## config.mk

```make
export PLATFORM = sky130hd
export DESIGN_NAME = ps_sys_top
export DESIGN_NICKNAME = d
export VERILOG_FILES = /design/src/hdl/ps_sys_pkg.sv /design/src/hdl/axi_sys_slave.sv /design/src/hdl/gpio_regs.sv /design/src/hdl/irq_ctrl.sv /design/src/hdl/ps_sys_top.sv /design/src/hdl/sys_bus_decoder.sv
export SDC_FILE = /design/constraint.sdc
export NUM_CORES = 1
export LEC_CHECK = 0
export ABC_AREA = 1
export BUFFER_PORTS_ARGS = -buffer_cell sky130_fd_sc_hd__buf_2
export CAP_MARGIN = 20
export CORE_MARGIN = 4
export CORE_UTILIZATION = 55
export DETAILED_ROUTE_END_ITERATION = 8
export PLACE_DENSITY = 0.9
export SYNTH_ARGS = -nofsm -noshare
export SYNTH_HDL_FRONTEND = slang
export SYNTH_HIERARCHICAL = 1
export SYNTH_SLANG_ARGS = --single-unit
```

## constraint.sdc

```tcl
create_clock -name clk_i -period 4.22 [get_ports clk_i]
set_input_delay 0.422 -clock clk_i [delete_from_list [all_inputs] [get_ports clk_i]]
set_output_delay 0.422 -clock clk_i [all_outputs]
set_load 0.01 [all_outputs]
```

## src/hdl/ps_sys_pkg.sv

```systemverilog
/*
 * Shared types and constants for the processor-system register subsystem.
 * Holds the single-beat AXI channel structs, the system-bus request and
 * response structs, the slave FSM states and the address map.
 */

`default_nettype none

package ps_sys_pkg;

  ////////////////////////////////////////////////////////////////////////////
  // Widths and address map
  ////////////////////////////////////////////////////////////////////////////

  localparam int ADDR_W = 32;
  localparam int DATA_W = 32;

  // Address bits 19:16 select the register block
  localparam logic [3:0] REGION_GPIO = 4'd0;
  localparam logic [3:0] REGION_IRQ  = 4'd1;

  ////////////////////////////////////////////////////////////////////////////
  // AXI side
  ////////////////////////////////////////////////////////////////////////////

  // Response codes as on the AXI wire
  typedef enum logic [1:0] {
    RESP_OKAY   = 2'b00,
    RESP_SLVERR = 2'b10,
    RESP_DECERR = 2'b11
  } axi_resp_e;

  typedef enum logic [2:0] {
    ST_IDLE,
    ST_WR_REQ,
    ST_RD_REQ,
    ST_WAIT_ACK,
    ST_B_RESP,
    ST_R_RESP
  } axi_state_e;

  typedef struct packed {
    logic [ADDR_W-1:0] addr;
    logic              valid;
  } axi_aw_t;

  typedef struct packed {
    logic [DATA_W-1:0] data;
    logic [3:0]        strb;
    logic              valid;
  } axi_w_t;

  typedef struct packed {
    logic [ADDR_W-1:0] addr;
    logic              valid;
  } axi_ar_t;

  typedef struct packed {
    axi_resp_e resp;
    logic      valid;
  } axi_b_t;

  typedef struct packed {
    logic [DATA_W-1:0] data;
    axi_resp_e         resp;
    logic              valid;
  } axi_r_t;

  ////////////////////////////////////////////////////////////////////////////
  // System bus
  ////////////////////////////////////////////////////////////////////////////

  // wen and ren are single-cycle strobes
  typedef struct packed {
    logic [ADDR_W-1:0] addr;
    logic [DATA_W-1:0] wdata;
    logic [3:0]        wsel;
    logic              wen;
    logic              ren;
  } sys_req_t;

  // err only meaningful together with ack
  typedef struct packed {
    logic [DATA_W-1:0] rdata;
    logic              ack;
    logic              err;
  } sys_rsp_t;

  // Expand byte selects into a bit mask
  function automatic logic [DATA_W-1:0] strb_mask(logic [3:0] wsel);
    logic [DATA_W-1:0] m;
    for (int b = 0; b < 4; b++) begin
      m[b*8 +: 8] = {8{wsel[b]}};
    end
    return m;
  endfunction

endpackage

`default_nettype wire

```

## src/hdl/axi_sys_slave.sv

```systemverilog
/*
 * Single-beat AXI slave that turns each transfer into system-bus strobes.
 * One transfer in flight at a time; a write wins over a pending read.
 * The response is held on b_o or r_o until the master takes it.
 */

`timescale 1ns/1ps
`default_nettype none

module axi_sys_slave (
  input  wire                  clk_i,
  input  wire                  arst_n_i,
  // AXI master side
  input  wire ps_sys_pkg::axi_aw_t aw_i,
  input  wire ps_sys_pkg::axi_w_t  w_i,
  input  wire ps_sys_pkg::axi_ar_t ar_i,
  input  wire                  bready_i,
  input  wire                  rready_i,
  output logic                 awready_o,
  output logic                 wready_o,
  output logic                 arready_o,
  output ps_sys_pkg::axi_b_t   b_o,
  output ps_sys_pkg::axi_r_t   r_o,
  // System bus
  output ps_sys_pkg::sys_req_t sys_req_o,
  input  wire ps_sys_pkg::sys_rsp_t sys_rsp_i,
  input  wire                  decerr_i
);

  ps_sys_pkg::axi_state_e state_q;
  ps_sys_pkg::axi_state_e state_d;

  // Captured transfer
  logic [ps_sys_pkg::ADDR_W-1:0] addr_q;
  logic [ps_sys_pkg::DATA_W-1:0] wdata_q;
  logic [3:0]                    wsel_q;
  logic                          is_wr_q;

  // Captured response
  logic [ps_sys_pkg::DATA_W-1:0] rdata_q;
  ps_sys_pkg::axi_resp_e         resp_q;

  logic wr_hs;
  logic rd_hs;
  logic idle;

  ////////////////////////////////////////////////////////////////////////////
  // Address acceptance
  ////////////////////////////////////////////////////////////////////////////

  assign idle = (state_q == ps_sys_pkg::ST_IDLE);

  // Address and data taken together in one cycle
  assign awready_o = idle && aw_i.valid && w_i.valid;
  assign wready_o  = awready_o;
  // Read only when no complete write is waiting
  assign arready_o = idle && ar_i.valid && !(aw_i.valid && w_i.valid);

  assign wr_hs = awready_o;
  assign rd_hs = arready_o;

  ////////////////////////////////////////////////////////////////////////////
  // FSM
  ////////////////////////////////////////////////////////////////////////////

  always_comb begin
    state_d = state_q;
    case (state_q)
      ps_sys_pkg::ST_IDLE: begin
        if (wr_hs) begin
          state_d = ps_sys_pkg::ST_WR_REQ;
        end else if (rd_hs) begin
          state_d = ps_sys_pkg::ST_RD_REQ;
        end
      end
      // Strobe lasts exactly one cycle
      ps_sys_pkg::ST_WR_REQ,
      ps_sys_pkg::ST_RD_REQ: begin
        state_d = ps_sys_pkg::ST_WAIT_ACK;
      end
      ps_sys_pkg::ST_WAIT_ACK: begin
        if (sys_rsp_i.ack) begin
          state_d = is_wr_q ? ps_sys_pkg::ST_B_RESP : ps_sys_pkg::ST_R_RESP;
        end
      end
      // Back-pressure holds the response
      ps_sys_pkg::ST_B_RESP: begin
        if (bready_i) begin
          state_d = ps_sys_pkg::ST_IDLE;
        end
      end
      ps_sys_pkg::ST_R_RESP: begin
        if (rready_i) begin
          state_d = ps_sys_pkg::ST_IDLE;
        end
      end
      default: begin
        state_d = ps_sys_pkg::ST_IDLE;
      end
    endcase
  end

  always_ff @(posedge clk_i or negedge arst_n_i) begin
    if (!arst_n_i) begin
      state_q <= ps_sys_pkg::ST_IDLE;
      is_wr_q <= 1'b0;
    end else begin
      state_q <= state_d;
      if (wr_hs || rd_hs) begin
        is_wr_q <= wr_hs;
      end
    end
  end

  // Transfer and response payload
  always_ff @(posedge clk_i) begin
    if (wr_hs) begin
      addr_q  <= aw_i.addr;
      wdata_q <= w_i.data;
      wsel_q  <= w_i.strb;
    end else if (rd_hs) begin
      addr_q  <= ar_i.addr;
    end
    if (state_q == ps_sys_pkg::ST_WAIT_ACK && sys_rsp_i.ack) begin
      rdata_q <= sys_rsp_i.rdata;
      // Decoder flags unmapped regions, anything else is a slave error
      if (!sys_rsp_i.err) begin
        resp_q <= ps_sys_pkg::RESP_OKAY;
      end else if (decerr_i) begin
        resp_q <= ps_sys_pkg::RESP_DECERR;
      end else begin
        resp_q <= ps_sys_pkg::RESP_SLVERR;
      end
    end
  end

  ////////////////////////////////////////////////////////////////////////////
  // Outputs
  ////////////////////////////////////////////////////////////////////////////

  always_comb begin
    sys_req_o.addr  = addr_q;
    sys_req_o.wdata = wdata_q;
    sys_req_o.wsel  = wsel_q;
    sys_req_o.wen   = (state_q == ps_sys_pkg::ST_WR_REQ);
    sys_req_o.ren   = (state_q == ps_sys_pkg::ST_RD_REQ);
  end

  always_comb begin
    b_o.resp  = resp_q;
    b_o.valid = (state_q == ps_sys_pkg::ST_B_RESP);
    r_o.data  = rdata_q;
    r_o.resp  = resp_q;
    r_o.valid = (state_q == ps_sys_pkg::ST_R_RESP);
  end

endmodule

`default_nettype wire

```

## src/hdl/gpio_regs.sv

```systemverilog
/*
 * GPIO register block. OUT at 0x0, DIR at 0x4 (1 drives the pin),
 * IN at 0x8 read-only through a two-flop synchronizer.
 */

`timescale 1ns/1ps
`default_nettype none

module gpio_regs #(
  parameter int GPIO_W = 8
) (
  input  wire                  clk_i,
  input  wire                  arst_n_i,
  input  wire ps_sys_pkg::sys_req_t req_i,
  output ps_sys_pkg::sys_rsp_t rsp_o,
  input  wire [GPIO_W-1:0]     gpio_i,
  output logic [GPIO_W-1:0]    gpio_o,
  output logic [GPIO_W-1:0]    gpio_t_o
);

  localparam logic [15:0] OFF_OUT = 16'h0;
  localparam logic [15:0] OFF_DIR = 16'h4;
  localparam logic [15:0] OFF_IN  = 16'h8;

  logic [15:0]                   off;
  logic                          hit_out;
  logic                          hit_dir;
  logic                          hit_in;
  logic [ps_sys_pkg::DATA_W-1:0] bmask;
  logic [GPIO_W-1:0]             wmask;
  logic [GPIO_W-1:0]             wval;
  logic [GPIO_W-1:0]             out_q;
  logic [GPIO_W-1:0]             dir_q;
  logic [GPIO_W-1:0]             sync1_q;
  logic [GPIO_W-1:0]             sync2_q;
  logic [ps_sys_pkg::DATA_W-1:0] rd_val;
  logic [ps_sys_pkg::DATA_W-1:0] rdata_q;
  logic                          ack_q;
  logic                          err_q;

  assign off     = req_i.addr[15:0];
  assign hit_out = (off == OFF_OUT);
  assign hit_dir = (off == OFF_DIR);
  assign hit_in  = (off == OFF_IN);
  assign bmask   = ps_sys_pkg::strb_mask(req_i.wsel);
  assign wmask   = bmask[GPIO_W-1:0];
  assign wval    = req_i.wdata[GPIO_W-1:0];

  // Pins start undriven
  always_ff @(posedge clk_i or negedge arst_n_i) begin
    if (!arst_n_i) begin
      out_q <= '0;
      dir_q <= '0;
      ack_q <= 1'b0;
    end else begin
      ack_q <= req_i.wen || req_i.ren;
      if (req_i.wen && hit_out) begin
        out_q <= (out_q & ~wmask) | (wval & wmask);
      end
      if (req_i.wen && hit_dir) begin
        dir_q <= (dir_q & ~wmask) | (wval & wmask);
      end
    end
  end

  // Read mux
  always_comb begin
    rd_val = '0;
    if (hit_out) begin
      rd_val[GPIO_W-1:0] = out_q;
    end else if (hit_dir) begin
      rd_val[GPIO_W-1:0] = dir_q;
    end else if (hit_in) begin
      rd_val[GPIO_W-1:0] = sync2_q;
    end
  end

  always_ff @(posedge clk_i) begin
    // Input synchronizer
    sync1_q <= gpio_i;
    sync2_q <= sync1_q;
    if (req_i.ren) begin
      rdata_q <= rd_val;
    end
    // IN is read-only
    err_q <= (req_i.wen && !(hit_out || hit_dir))
          || (req_i.ren && !(hit_out || hit_dir || hit_in));
  end

  always_comb begin
    rsp_o.rdata = rdata_q;
    rsp_o.ack   = ack_q;
    rsp_o.err   = err_q;
  end

  assign gpio_o   = out_q;
  assign gpio_t_o = ~dir_q;

endmodule

`default_nettype wire

```

## src/hdl/irq_ctrl.sv

```systemverilog
/*
 * Interrupt controller. ENABLE at 0x0, sticky STATUS at 0x4 set by rising
 * source edges and cleared by writing 1. irq_o is a registered OR of the
 * enabled status bits.
 */

`timescale 1ns/1ps
`default_nettype none

module irq_ctrl #(
  parameter int IRQ_N = 4
) (
  input  wire                  clk_i,
  input  wire                  arst_n_i,
  input  wire ps_sys_pkg::sys_req_t req_i,
  output ps_sys_pkg::sys_rsp_t rsp_o,
  input  wire [IRQ_N-1:0]      irq_src_i,
  output logic                 irq_o
);

  localparam logic [15:0] OFF_EN   = 16'h0;
  localparam logic [15:0] OFF_STAT = 16'h4;

  logic [15:0]                   off;
  logic                          hit_en;
  logic                          hit_stat;
  logic [ps_sys_pkg::DATA_W-1:0] bmask;
  logic [IRQ_N-1:0]              wmask;
  logic [IRQ_N-1:0]              wval;
  logic [IRQ_N-1:0]              src_q;
  logic [IRQ_N-1:0]              rise;
  logic [IRQ_N-1:0]              clr;
  logic [IRQ_N-1:0]              en_q;
  logic [IRQ_N-1:0]              stat_q;
  logic                          irq_q;
  logic [ps_sys_pkg::DATA_W-1:0] rd_val;
  logic [ps_sys_pkg::DATA_W-1:0] rdata_q;
  logic                          ack_q;
  logic                          err_q;

  assign off      = req_i.addr[15:0];
  assign hit_en   = (off == OFF_EN);
  assign hit_stat = (off == OFF_STAT);
  assign bmask    = ps_sys_pkg::strb_mask(req_i.wsel);
  assign wmask    = bmask[IRQ_N-1:0];
  assign wval     = req_i.wdata[IRQ_N-1:0];

  // Rising edge against last cycle's level
  assign rise = irq_src_i & ~src_q;
  // Write-1 clear
  assign clr  = (req_i.wen && hit_stat) ? (wval & wmask) : '0;

  always_ff @(posedge clk_i or negedge arst_n_i) begin
    if (!arst_n_i) begin
      src_q  <= '0;
      en_q   <= '0;
      stat_q <= '0;
      irq_q  <= 1'b0;
      ack_q  <= 1'b0;
    end else begin
      src_q <= irq_src_i;
      ack_q <= req_i.wen || req_i.ren;
      if (req_i.wen && hit_en) begin
        en_q <= (en_q & ~wmask) | (wval & wmask);
      end
      // New edge wins over a clear
      stat_q <= (stat_q & ~clr) | rise;
      irq_q  <= |(stat_q & en_q);
    end
  end

  always_comb begin
    rd_val = '0;
    if (hit_en) begin
      rd_val[IRQ_N-1:0] = en_q;
    end else if (hit_stat) begin
      rd_val[IRQ_N-1:0] = stat_q;
    end
  end

  always_ff @(posedge clk_i) begin
    if (req_i.ren) begin
      rdata_q <= rd_val;
    end
    err_q <= (req_i.wen || req_i.ren) && !(hit_en || hit_stat);
  end

  always_comb begin
    rsp_o.rdata = rdata_q;
    rsp_o.ack   = ack_q;
    rsp_o.err   = err_q;
  end

  assign irq_o = irq_q;

endmodule

`default_nettype wire

```

## src/hdl/ps_sys_top.sv

```systemverilog
/*
 * Register side of the processor-system wrapper. AXI slave, bus decoder,
 * GPIO block and interrupt block wired together.
 */

`timescale 1ns/1ps
`default_nettype none

module ps_sys_top #(
  parameter int GPIO_W = 8,
  parameter int IRQ_N  = 4
) (
  input  wire                  clk_i,
  input  wire                  arst_n_i,
  // AXI
  input  wire ps_sys_pkg::axi_aw_t aw_i,
  input  wire ps_sys_pkg::axi_w_t  w_i,
  input  wire ps_sys_pkg::axi_ar_t ar_i,
  input  wire                  bready_i,
  input  wire                  rready_i,
  output logic                 awready_o,
  output logic                 wready_o,
  output logic                 arready_o,
  output ps_sys_pkg::axi_b_t   b_o,
  output ps_sys_pkg::axi_r_t   r_o,
  // GPIO pins
  input  wire [GPIO_W-1:0]     gpio_i,
  output logic [GPIO_W-1:0]    gpio_o,
  output logic [GPIO_W-1:0]    gpio_t_o,
  // Interrupts
  input  wire [IRQ_N-1:0]      irq_src_i,
  output logic                 irq_o
);

  ps_sys_pkg::sys_req_t sys_req;
  ps_sys_pkg::sys_rsp_t sys_rsp;
  ps_sys_pkg::sys_req_t gpio_req;
  ps_sys_pkg::sys_rsp_t gpio_rsp;
  ps_sys_pkg::sys_req_t irq_req;
  ps_sys_pkg::sys_rsp_t irq_rsp;
  logic                 decerr;

  //////////////////////////////////////////////////////////////////////////
  // AXI to system bus
  //////////////////////////////////////////////////////////////////////////

  axi_sys_slave axi_slave0 (
    .clk_i     (clk_i),
    .arst_n_i  (arst_n_i),
    .aw_i      (aw_i),
    .w_i       (w_i),
    .ar_i      (ar_i),
    .bready_i  (bready_i),
    .rready_i  (rready_i),
    .awready_o (awready_o),
    .wready_o  (wready_o),
    .arready_o (arready_o),
    .b_o       (b_o),
    .r_o       (r_o),
    .sys_req_o (sys_req),
    .sys_rsp_i (sys_rsp),
    .decerr_i  (decerr)
  );

  sys_bus_decoder decoder0 (
    .clk_i      (clk_i),
    .arst_n_i   (arst_n_i),
    .req_i      (sys_req),
    .rsp_o      (sys_rsp),
    .gpio_req_o (gpio_req),
    .irq_req_o  (irq_req),
    .gpio_rsp_i (gpio_rsp),
    .irq_rsp_i  (irq_rsp),
    .decerr_o   (decerr)
  );

  //////////////////////////////////////////////////////////////////////////
  // Register blocks
  //////////////////////////////////////////////////////////////////////////

  gpio_regs #(
    .GPIO_W (GPIO_W)
  ) gpio0 (
    .clk_i    (clk_i),
    .arst_n_i (arst_n_i),
    .req_i    (gpio_req),
    .rsp_o    (gpio_rsp),
    .gpio_i   (gpio_i),
    .gpio_o   (gpio_o),
    .gpio_t_o (gpio_t_o)
  );

  irq_ctrl #(
    .IRQ_N (IRQ_N)
  ) irq0 (
    .clk_i     (clk_i),
    .arst_n_i  (arst_n_i),
    .req_i     (irq_req),
    .rsp_o     (irq_rsp),
    .irq_src_i (irq_src_i),
    .irq_o     (irq_o)
  );

endmodule

`default_nettype wire

```

## src/hdl/sys_bus_decoder.sv

```systemverilog
/*
 * System-bus decoder. Steers strobes to the GPIO or interrupt block by
 * address bits 19:16 and merges their answers. Unmapped regions get a
 * registered error ack, flagged on decerr_o.
 */

`timescale 1ns/1ps
`default_nettype none

module sys_bus_decoder (
  input  wire                  clk_i,
  input  wire                  arst_n_i,
  // From the AXI slave
  input  wire ps_sys_pkg::sys_req_t req_i,
  output ps_sys_pkg::sys_rsp_t rsp_o,
  // Register blocks
  output ps_sys_pkg::sys_req_t gpio_req_o,
  output ps_sys_pkg::sys_req_t irq_req_o,
  input  wire ps_sys_pkg::sys_rsp_t gpio_rsp_i,
  input  wire ps_sys_pkg::sys_rsp_t irq_rsp_i,
  output logic                 decerr_o
);

  logic [3:0] region;
  logic       sel_gpio;
  logic       sel_irq;
  logic       unmapped;
  logic       dec_ack_q;

  assign region   = req_i.addr[19:16];
  assign sel_gpio = (region == ps_sys_pkg::REGION_GPIO);
  assign sel_irq  = (region == ps_sys_pkg::REGION_IRQ);
  assign unmapped = !sel_gpio && !sel_irq;

  // Payload goes everywhere, strobes only to the selected block
  always_comb begin
    gpio_req_o     = req_i;
    gpio_req_o.wen = req_i.wen && sel_gpio;
    gpio_req_o.ren = req_i.ren && sel_gpio;
    irq_req_o      = req_i;
    irq_req_o.wen  = req_i.wen && sel_irq;
    irq_req_o.ren  = req_i.ren && sel_irq;
  end

  // Error ack one cycle after a strobe to nowhere
  always_ff @(posedge clk_i or negedge arst_n_i) begin
    if (!arst_n_i) begin
      dec_ack_q <= 1'b0;
    end else begin
      dec_ack_q <= (req_i.wen || req_i.ren) && unmapped;
    end
  end

  // Only one source acks at a time
  always_comb begin
    rsp_o.ack = gpio_rsp_i.ack || irq_rsp_i.ack || dec_ack_q;
    rsp_o.err = (gpio_rsp_i.ack && gpio_rsp_i.err)
             || (irq_rsp_i.ack && irq_rsp_i.err)
             || dec_ack_q;
    // Zero data for the unmapped case
    rsp_o.rdata = '0;
    if (gpio_rsp_i.ack) begin
      rsp_o.rdata = gpio_rsp_i.rdata;
    end else if (irq_rsp_i.ack) begin
      rsp_o.rdata = irq_rsp_i.rdata;
    end
  end

  assign decerr_o = dec_ack_q;

endmodule

`default_nettype wire

```

==> results of run 1 <==
metrics by stage:
step	worst slack [ns]	hold WS (ns)
2_1_floorplan	0.570	0.126
3_3_place_gp	2.12	0.312
3_5_place_dp	2.08	0.312
4_1_cts	1.65	0.0839
5_1_grt	1.54	0.0806
6_report	1.69	0.0996
metal layers:
metal  routed length, um  up-vias
li1                    -     2186
met1                4600     1912
met2                5650      149
met3                 697       28
met4                 256        0
met5                   0        -
report_power, final:
part | leakage, nW | internal, mW | switching, mW
clock | 0.303 | 0.883 | 0.559
sequential | 1.34 | 1.34 | 0.00304
combinational | 1.89 | 0.0267 | 0.0295
worst paths after layout:
kind | startpoint | to | slack [ns]
max reg2reg | axi_slave0/state_q[2]$_DFFE_PN0P_ | flip-flop | 1.99
max | axi_slave0/state_q[0]$_DFFE_PN0P_ | awready_o | 1.69
min | arst_n_i | irq0/src_q[0]$_DFF_PN0_ | 0.1
min reg2reg | gpio0/sync1_q[6]$_DFF_P_ | gpio0/sync2_q[6]$_DFF_P_ | 0.33
min in group clk_i | gpio_i[6] | gpio0/sync1_q[6]$_DFF_P_ | 0.10
max in group asynchronous | arst_n_i | asynchronous set/reset pin | 3.59
layout by cell type (no fill, tap or decap), drive strengths merged:
| cell type | instances |
|---|---|
| nand2 | 216 |
| buf | 128 |
| edfxtp | 75 |
| nand3 | 63 |
| inv | 61 |
| conb | 52 |
| nor2 | 37 |
| dfrtp | 36 |
| clkbuf | 21 |
| o21ai | 21 |
| dfxtp | 18 |
| nand4 | 17 |
| or2 | 11 |
| clkinv | 5 |
| nor3 | 3 |
| nand3b | 1 |
| and2 | 1 |
| a21oi | 1 |
layout make-up:
type	count	area, um2	share of cell area, %
multi-input cells	423	1970	27.7
repair buffers	128	648	9.08
well taps	143	179	2.51
clock buffers	21	514	7.21
inverters	55	221	3.10
clock inverters	11	86.3	1.21
flip-flops and latches	129	3510	49.2
==> results.md, run 1 <==
Critical path:
- At the worst endpoint, the arrival time is approximately 2.1 ns.
- The critical path start-end classification is flip-flop to output pin.
- STA classifies the critical path endpoint as an output pin.
- The type of element launching the critical path is a flip-flop.
- The data required time at the worst endpoint is around 3.8 ns.
- The worst-path cell with the longest stage delay is sky130_fd_sc_hd__inv_2.
- The delay of the slowest critical-path stage is between 0.5 and 0.6 ns.
- The worst register-to-register path has a depth of 10.
- Together, buffers and inverters on the worst path number 2.
- Walking the worst path, the cells encountered are nor2_4, nand4_4, inv_2, buf_2.
- The top fanout value on the critical path is 31.
- The kind of cell adding the most delay to the critical path is buffers and inverters.
- The critical path crosses 4 cells after its start point.

Finish:
- The final layout contains roughly 870 nets.
- The number of antenna cells inserted is 0.
- The fill cell instance count of the final layout is roughly 920.
- Once layout is complete, the cells apart from fillers number around 900.
- From synthesis to final layout, the design area changed by 9.50%.
- The post-layout utilization of the core is about 62%.
- The fraction of final layout cells sized beyond drive strength 1 is a little over a quarter.
- Summing all non-filler instances in the final layout gives an area of just over 7000 um2.

Global route:
- The via count of the first global-routing pass is 4142.
- In the global route stage, met3 resource usage came out at approximately 5.4%.
- The most used routing layer is met2.
- For this run, global-route usage on met2 was measured as 30.7%.
- Entering global routing, the biggest net connects 37 pins.
- The met1 track utilization from global routing is 19.3%.
- The total routing resource utilization after global routing is ~18%.
- The first global-routing pass estimated around 18000 um of wire.
- The residual overflow from global routing is 0.
- The initial antenna violation count is 0.

CTS:
- The clock-pin transition on the worst setup and hold timing paths is about 0.060 ns.
- The clock passes through at most 2 buffers.
- The post-cts repair resize count is 0.
- Clock tree synthesis found a total of about 130 sinks.
- The number of clock buffers inserted by TritonCTS is 17.
- TritonCTS built the clock tree.
- The number of buffers added to fix hold violations after cts is 0.
- The clock latency on the worst-skew pair is 0.42 ns.
- CTS placed an instance of sky130_fd_sc_hd__clkbuf_16 at the clock tree root.
- Buffers added to address setup during post-CTS repair amount to 0.
- In this run the number of H-tree levels came out at 4.

Drt:
- The DRC marker count from the first detailed-route iteration is approximately 250.
- The number of nets with antenna violations after detailed routing is 0.
- In the routed design, unresolved DRC markers number 0.
- For this block, the via count after detailed routing is roughly 4300.
- Dividing the detail-routed wire length by the instance count gives 12.3 um.
- The first-pass detailed-route iteration total is 4.
- The detailed-route wire length is about 11000 um.
- Dividing the detail-routed via count by the number of cells gives 4.70.

Yosys:
- Synthesis produced 684 cells.
- Summing every instance area after synthesis gives between 6000 and 7000 um2.
- The number of warnings printed during yosys synthesis is 6.
- The average cell area after synthesis is ~9.5 um2.

Timing:
- Setup violations remaining at the end of the flow were counted as 0.
- At the pin with the least slew margin, the transition time is between 0.9 and 1 ns.
- The final count of hold timing violations is 0.
- The post-route clock skew is about 0.0064 ns.
- Based on the critical path, the design can be clocked at up to about 400 MHz.
- The normalized max-slew margin is between 30% and 40%.
- The share of the clock period used by the worst path after layout is roughly 60%.
- Setup repair after global routing left no endpoint under its margin.
- The number of pins exceeding their max-slew limit in the final report was 0.
- The smallest clock period supported by the final layout is computed as around 2.5 ns.
- After routing, the total negative slack on setup checks comes to 0 ns.

Power:
- Across the VDD grid, the largest voltage drop is 0.000407 V.
- Power comes to between 2 and 3 mW.
- The analysis attributes to cell leakage a power of roughly 3.5 nW.
- The power per cell area is 398 nW/um2.

Die:
- The starting density of the core is between 50% and 60%.
- In this run the horizontal extent of the chip is 117 um.
- around 180 I/O pins were placed.
- The die span in y is about 120 um.
- The number of cell rows is 39.
- The die covers 13700 um2.
- The floorplan step defined a core boundary enclosing ~12000 um2.

Worst hold path:
- In this run the worst hold path is classified as input port to asynchronous set/reset pin.

Placed design:
- The cell total after placement is 878.
- The final weighted congestion of routability-driven global placement is ~0.8.
- The estimated wirelength of the detail-placed design is a little under 8000 um.
- The count of port buffers added during placement is roughly 130.
- The post-placement cell area is 6540 um2.

Run status:
- The run finished with clean final reports.

Flow run:
- Max-cap violations in this run came to 0.
No activity file was read; power rests on OpenSTA's default activity.
==> inputs of run 2 (changes only) <==
CORE_UTILIZATION = 51   (was 55)
PLACE_DENSITY = 0.88   (was 0.9)
clock period = 2.2 ns   (was 4.22 ns; I/O delays follow)
==> results.md, run 2 (synthesis results as in run 1) <==
Die:
- The starting density of the core is 51.8% (-4.7 points).
- The die area is 14600 um2 (+7.3%).
- The number of top-level pins is 177 (unchanged).
- The area of the core is 12600 um2 (+9.1%).
- The die width is 121 um (+3.6%).
- The die span in y is 121 um (+3.6%).
- The number of cell rows is 41 (+5.1%).

Power:
- The total leakage power came to 3.65 nW (+3.1%).
- The power per cell area was 734 nW/um2 (+84%).
- The overall power consumption is 5.46 mW (+92%).
- The maximum VDD drop is 0.000809 V (+99%).

Timing:
- Setup repair after global routing left no endpoint under its margin.
- The final setup violation count is 0 (unchanged).
- The normalized max-slew margin was 46.7% (+13 points).
- The final critical-path required period is 2.07 ns.
- Of the available clock period, the critical path in the final layout requires a little over nine tenths.
- The final setup TNS is 0 ns (unchanged).
- The slew at the pin closest to its max-slew limit is 0.799 ns (-0.196 ns).
- The maximum frequency from static timing analysis is 483 MHz.
- The final count of hold timing violations came to 0 (unchanged).
- The post-route clock skew is 0.00857 ns (+0.00214 ns).
- The number of pins exceeding their max-slew limit in the final report is 0 (unchanged).

Worst hold path:
- For hold timing, the worst endpoint is axi_slave0/addr_q[14]$_DFFE_PP_.
- In this run the most critical hold path is launched from aw_i[15].
- The classification of the worst-slack hold path is input port to flip-flop.
- The worst hold path was traced through 3 stages.

Placed design:
- The estimated wirelength of the detail-placed design is 7910 um (+1.9%).
- The final weighted congestion of routability-driven global placement is 0.855 (+5.6%).
- The count of port buffers added during placement is 125 (unchanged).

Drt:
- The wire length on met1 was 4490 um (-2.5%).
- The DRC marker count from the first detailed-route iteration was 319 (+26%).
- The first-pass detailed-route iteration total was 5 (+1).
- The highest layer used for signal routing is met4.
- The mean routed wirelength per cell is 11.6 um (-5.6%).
- The via count is 4346 (+1.7%).
- The number of nets with antenna violations after detailed routing is 0 (unchanged).
- The met3 wire length is 744 um (+6.7%).
- The detailed-route wire length is 11200 um (+0.29%).
- The remaining routing DRC violations is 0 (unchanged).
- The length of routed met2 wiring is 5840 um (+3.5%).
- The routed via count divided by cell count is 4.49 (-4.3%).

Run status:
- The flow ran to the end, and the final reports show no timing, DRC or antenna violations.

Finish:
- Leaving out fill and tap cells, the most frequent cell in the layout is sky130_fd_sc_hd__nand2_1.
- The area of all sequential standard cells is 3510 um2 (unchanged).
- The number of antenna cells inserted was 0 (unchanged).
- The fill cell instance count of the final layout came to 1022 (+11%).
- From synthesis to final layout, the design area changed by 14.2%.
- The area of the multi-input gates is 1980 um2 (+0.32%).
- The layout net count was 901 (+3.2%).
- The fraction of final layout cells sized beyond drive strength 1 was 26.0% (-0.69 points).
- Leaving out fill and tap cells, the most frequent cells in the layout are sky130_fd_sc_hd__nand2_1 (213), sky130_fd_sc_hd__buf_2 (125), sky130_fd_sc_hd__edfxtp_1 (75), sky130_fd_sc_hd__conb_1 (52), sky130_fd_sc_hd__inv_1 (48).

CTS:
- The TritonCTS sink count came to 129 (unchanged).
- The tree is rooted in a sky130_fd_sc_hd__clkbuf_16.
- The worst-case clock buffer depth came to 2 (unchanged).
- TritonCTS built the clock tree.
- The post-CTS setup repair buffer count is 0 (unchanged).
- The clock-pin transition on the worst setup and hold timing paths is 0.06 ns (about the same).
- The clock latency on the worst-skew pair is 0.41 ns (about the same).
- The number of H-tree branching levels is 4 (unchanged).
- The post-cts repair resize count is 0 (unchanged).
- The number of clock buffers inserted by TritonCTS is 17 (unchanged).

Critical path:
- STA classifies the critical path endpoint as an output pin.
- The setup path with the least slack is of type flip-flop to output pin.
- The type of element launching the critical path is a flip-flop.
- The top fanout value on the critical path came to 31 (unchanged).
- The startpoint of the lowest-slack register-to-register path is axi_slave0/state_q[2]$_DFFE_PN0P_.
- The number of cells on the worst reg-to-reg path is 10 (unchanged).
- The flop-to-flop setup slack is 0.29 ns (-1.70 ns).
- The worst path arrival time is 1.85 ns (-0.25 ns).
- The data required time at the worst endpoint is 1.98 ns (-1.82 ns).

Global route:
- The first-pass GRT wire length is 18500 um (+0.45%).
- The residual overflow from global routing came to 0 (unchanged).
- The via count of the first global-routing pass came to 4082 (-1.4%).
- The total routing resource utilization after global routing is 16.1% (-1.4 points).
- The largest net degree at the start of global routing is 37 (unchanged).
- The initial antenna violation count was 0 (unchanged).

Flow run:
- The max capacitance violation total was 0 (unchanged).
[run 2: worst max path at each step]
| stage | endpoint | depth (start not counted) | slack (ns) | startpoint |
|---|---|---|---|---|
| floorplan | axi_slave0/rdata_q[0]$_DFFE_PP_ | 7 | 0.09 | irq0/ack_q$_DFF_PN0_ |
| global route | wready_o | 4 | 0.03 | axi_slave0/state_q[0]$_DFFE_PN0P_ |
| CTS | wready_o | 4 | 0.11 | axi_slave0/state_q[0]$_DFFE_PN0P_ |
| global placement | flip-flop | 10 | 0.35 | axi_slave0/state_q[2]$_DFFE_PN0P_ |
| finish | wready_o | 4 | 0.13 | axi_slave0/state_q[0]$_DFFE_PN0P_ |
| detailed placement | flip-flop | 10 | 0.31 | axi_slave0/state_q[2]$_DFFE_PN0P_ |
[run 2: routing by layer]
metal / track usage (%) / vias to the layer above
li1: - / 2241
met1: 18.1 / 1941
met2: 28.5 / 145
met3: 5.45 / 19
met4: 5.74 / 0
met5: 0 / -
[run 2: what timing repair did]
item	CTS	global route
hold buffers	22	0
hold endpoints to repair	57	0
setup endpoints to repair	0	0
[run 2: cell type report]
cell class,count,area share [%]
Inverter,55,2.97
Clock buffer,22,6.82
Sequential cell,129,47.2
Multi-Input combinational cell,423,26.6
Timing Repair Buffer,156,12.3
Clock inverter,10,1.26
Tap cell,172,2.89
[run 2: through the flow]
step           util (%)  std cells  cell area (um2)  hold slack (ns)  setup WS, ns
3_5_place_dp       52.7        913             6620            0.314         0.306
3_3_place_gp       52.7        913             6620            0.312         0.354
5_1_grt            59.2        967             7440           0.0596        0.0309
4_1_cts            59.2        967             7440           0.0557         0.112
6_report           59.2        967             7440           0.0680         0.128
2_1_floorplan         -        734             6720          -0.0756        0.0932
[run 2: worst max-delay path: stages, from the launching register on]
cell and delay, ns:
sky130_fd_sc_hd__dfrtp_1 0.45, sky130_fd_sc_hd__nor2_4 0.20, sky130_fd_sc_hd__nand4_4 0.13, sky130_fd_sc_hd__inv_2 0.41, sky130_fd_sc_hd__buf_2 0.23
[run 2: power by group]
| part | leakage (nW) | total (mW) | internal, mW | switching (mW) |
|---|---|---|---|---|
| Clock | 0.292 | 2.75 | 1.76 | 0.993 |
| Combinational | 2.02 | 0.138 | 0.0768 | 0.0616 |
| Sequential | 1.34 | 2.57 | 2.57 | 0.00555 |
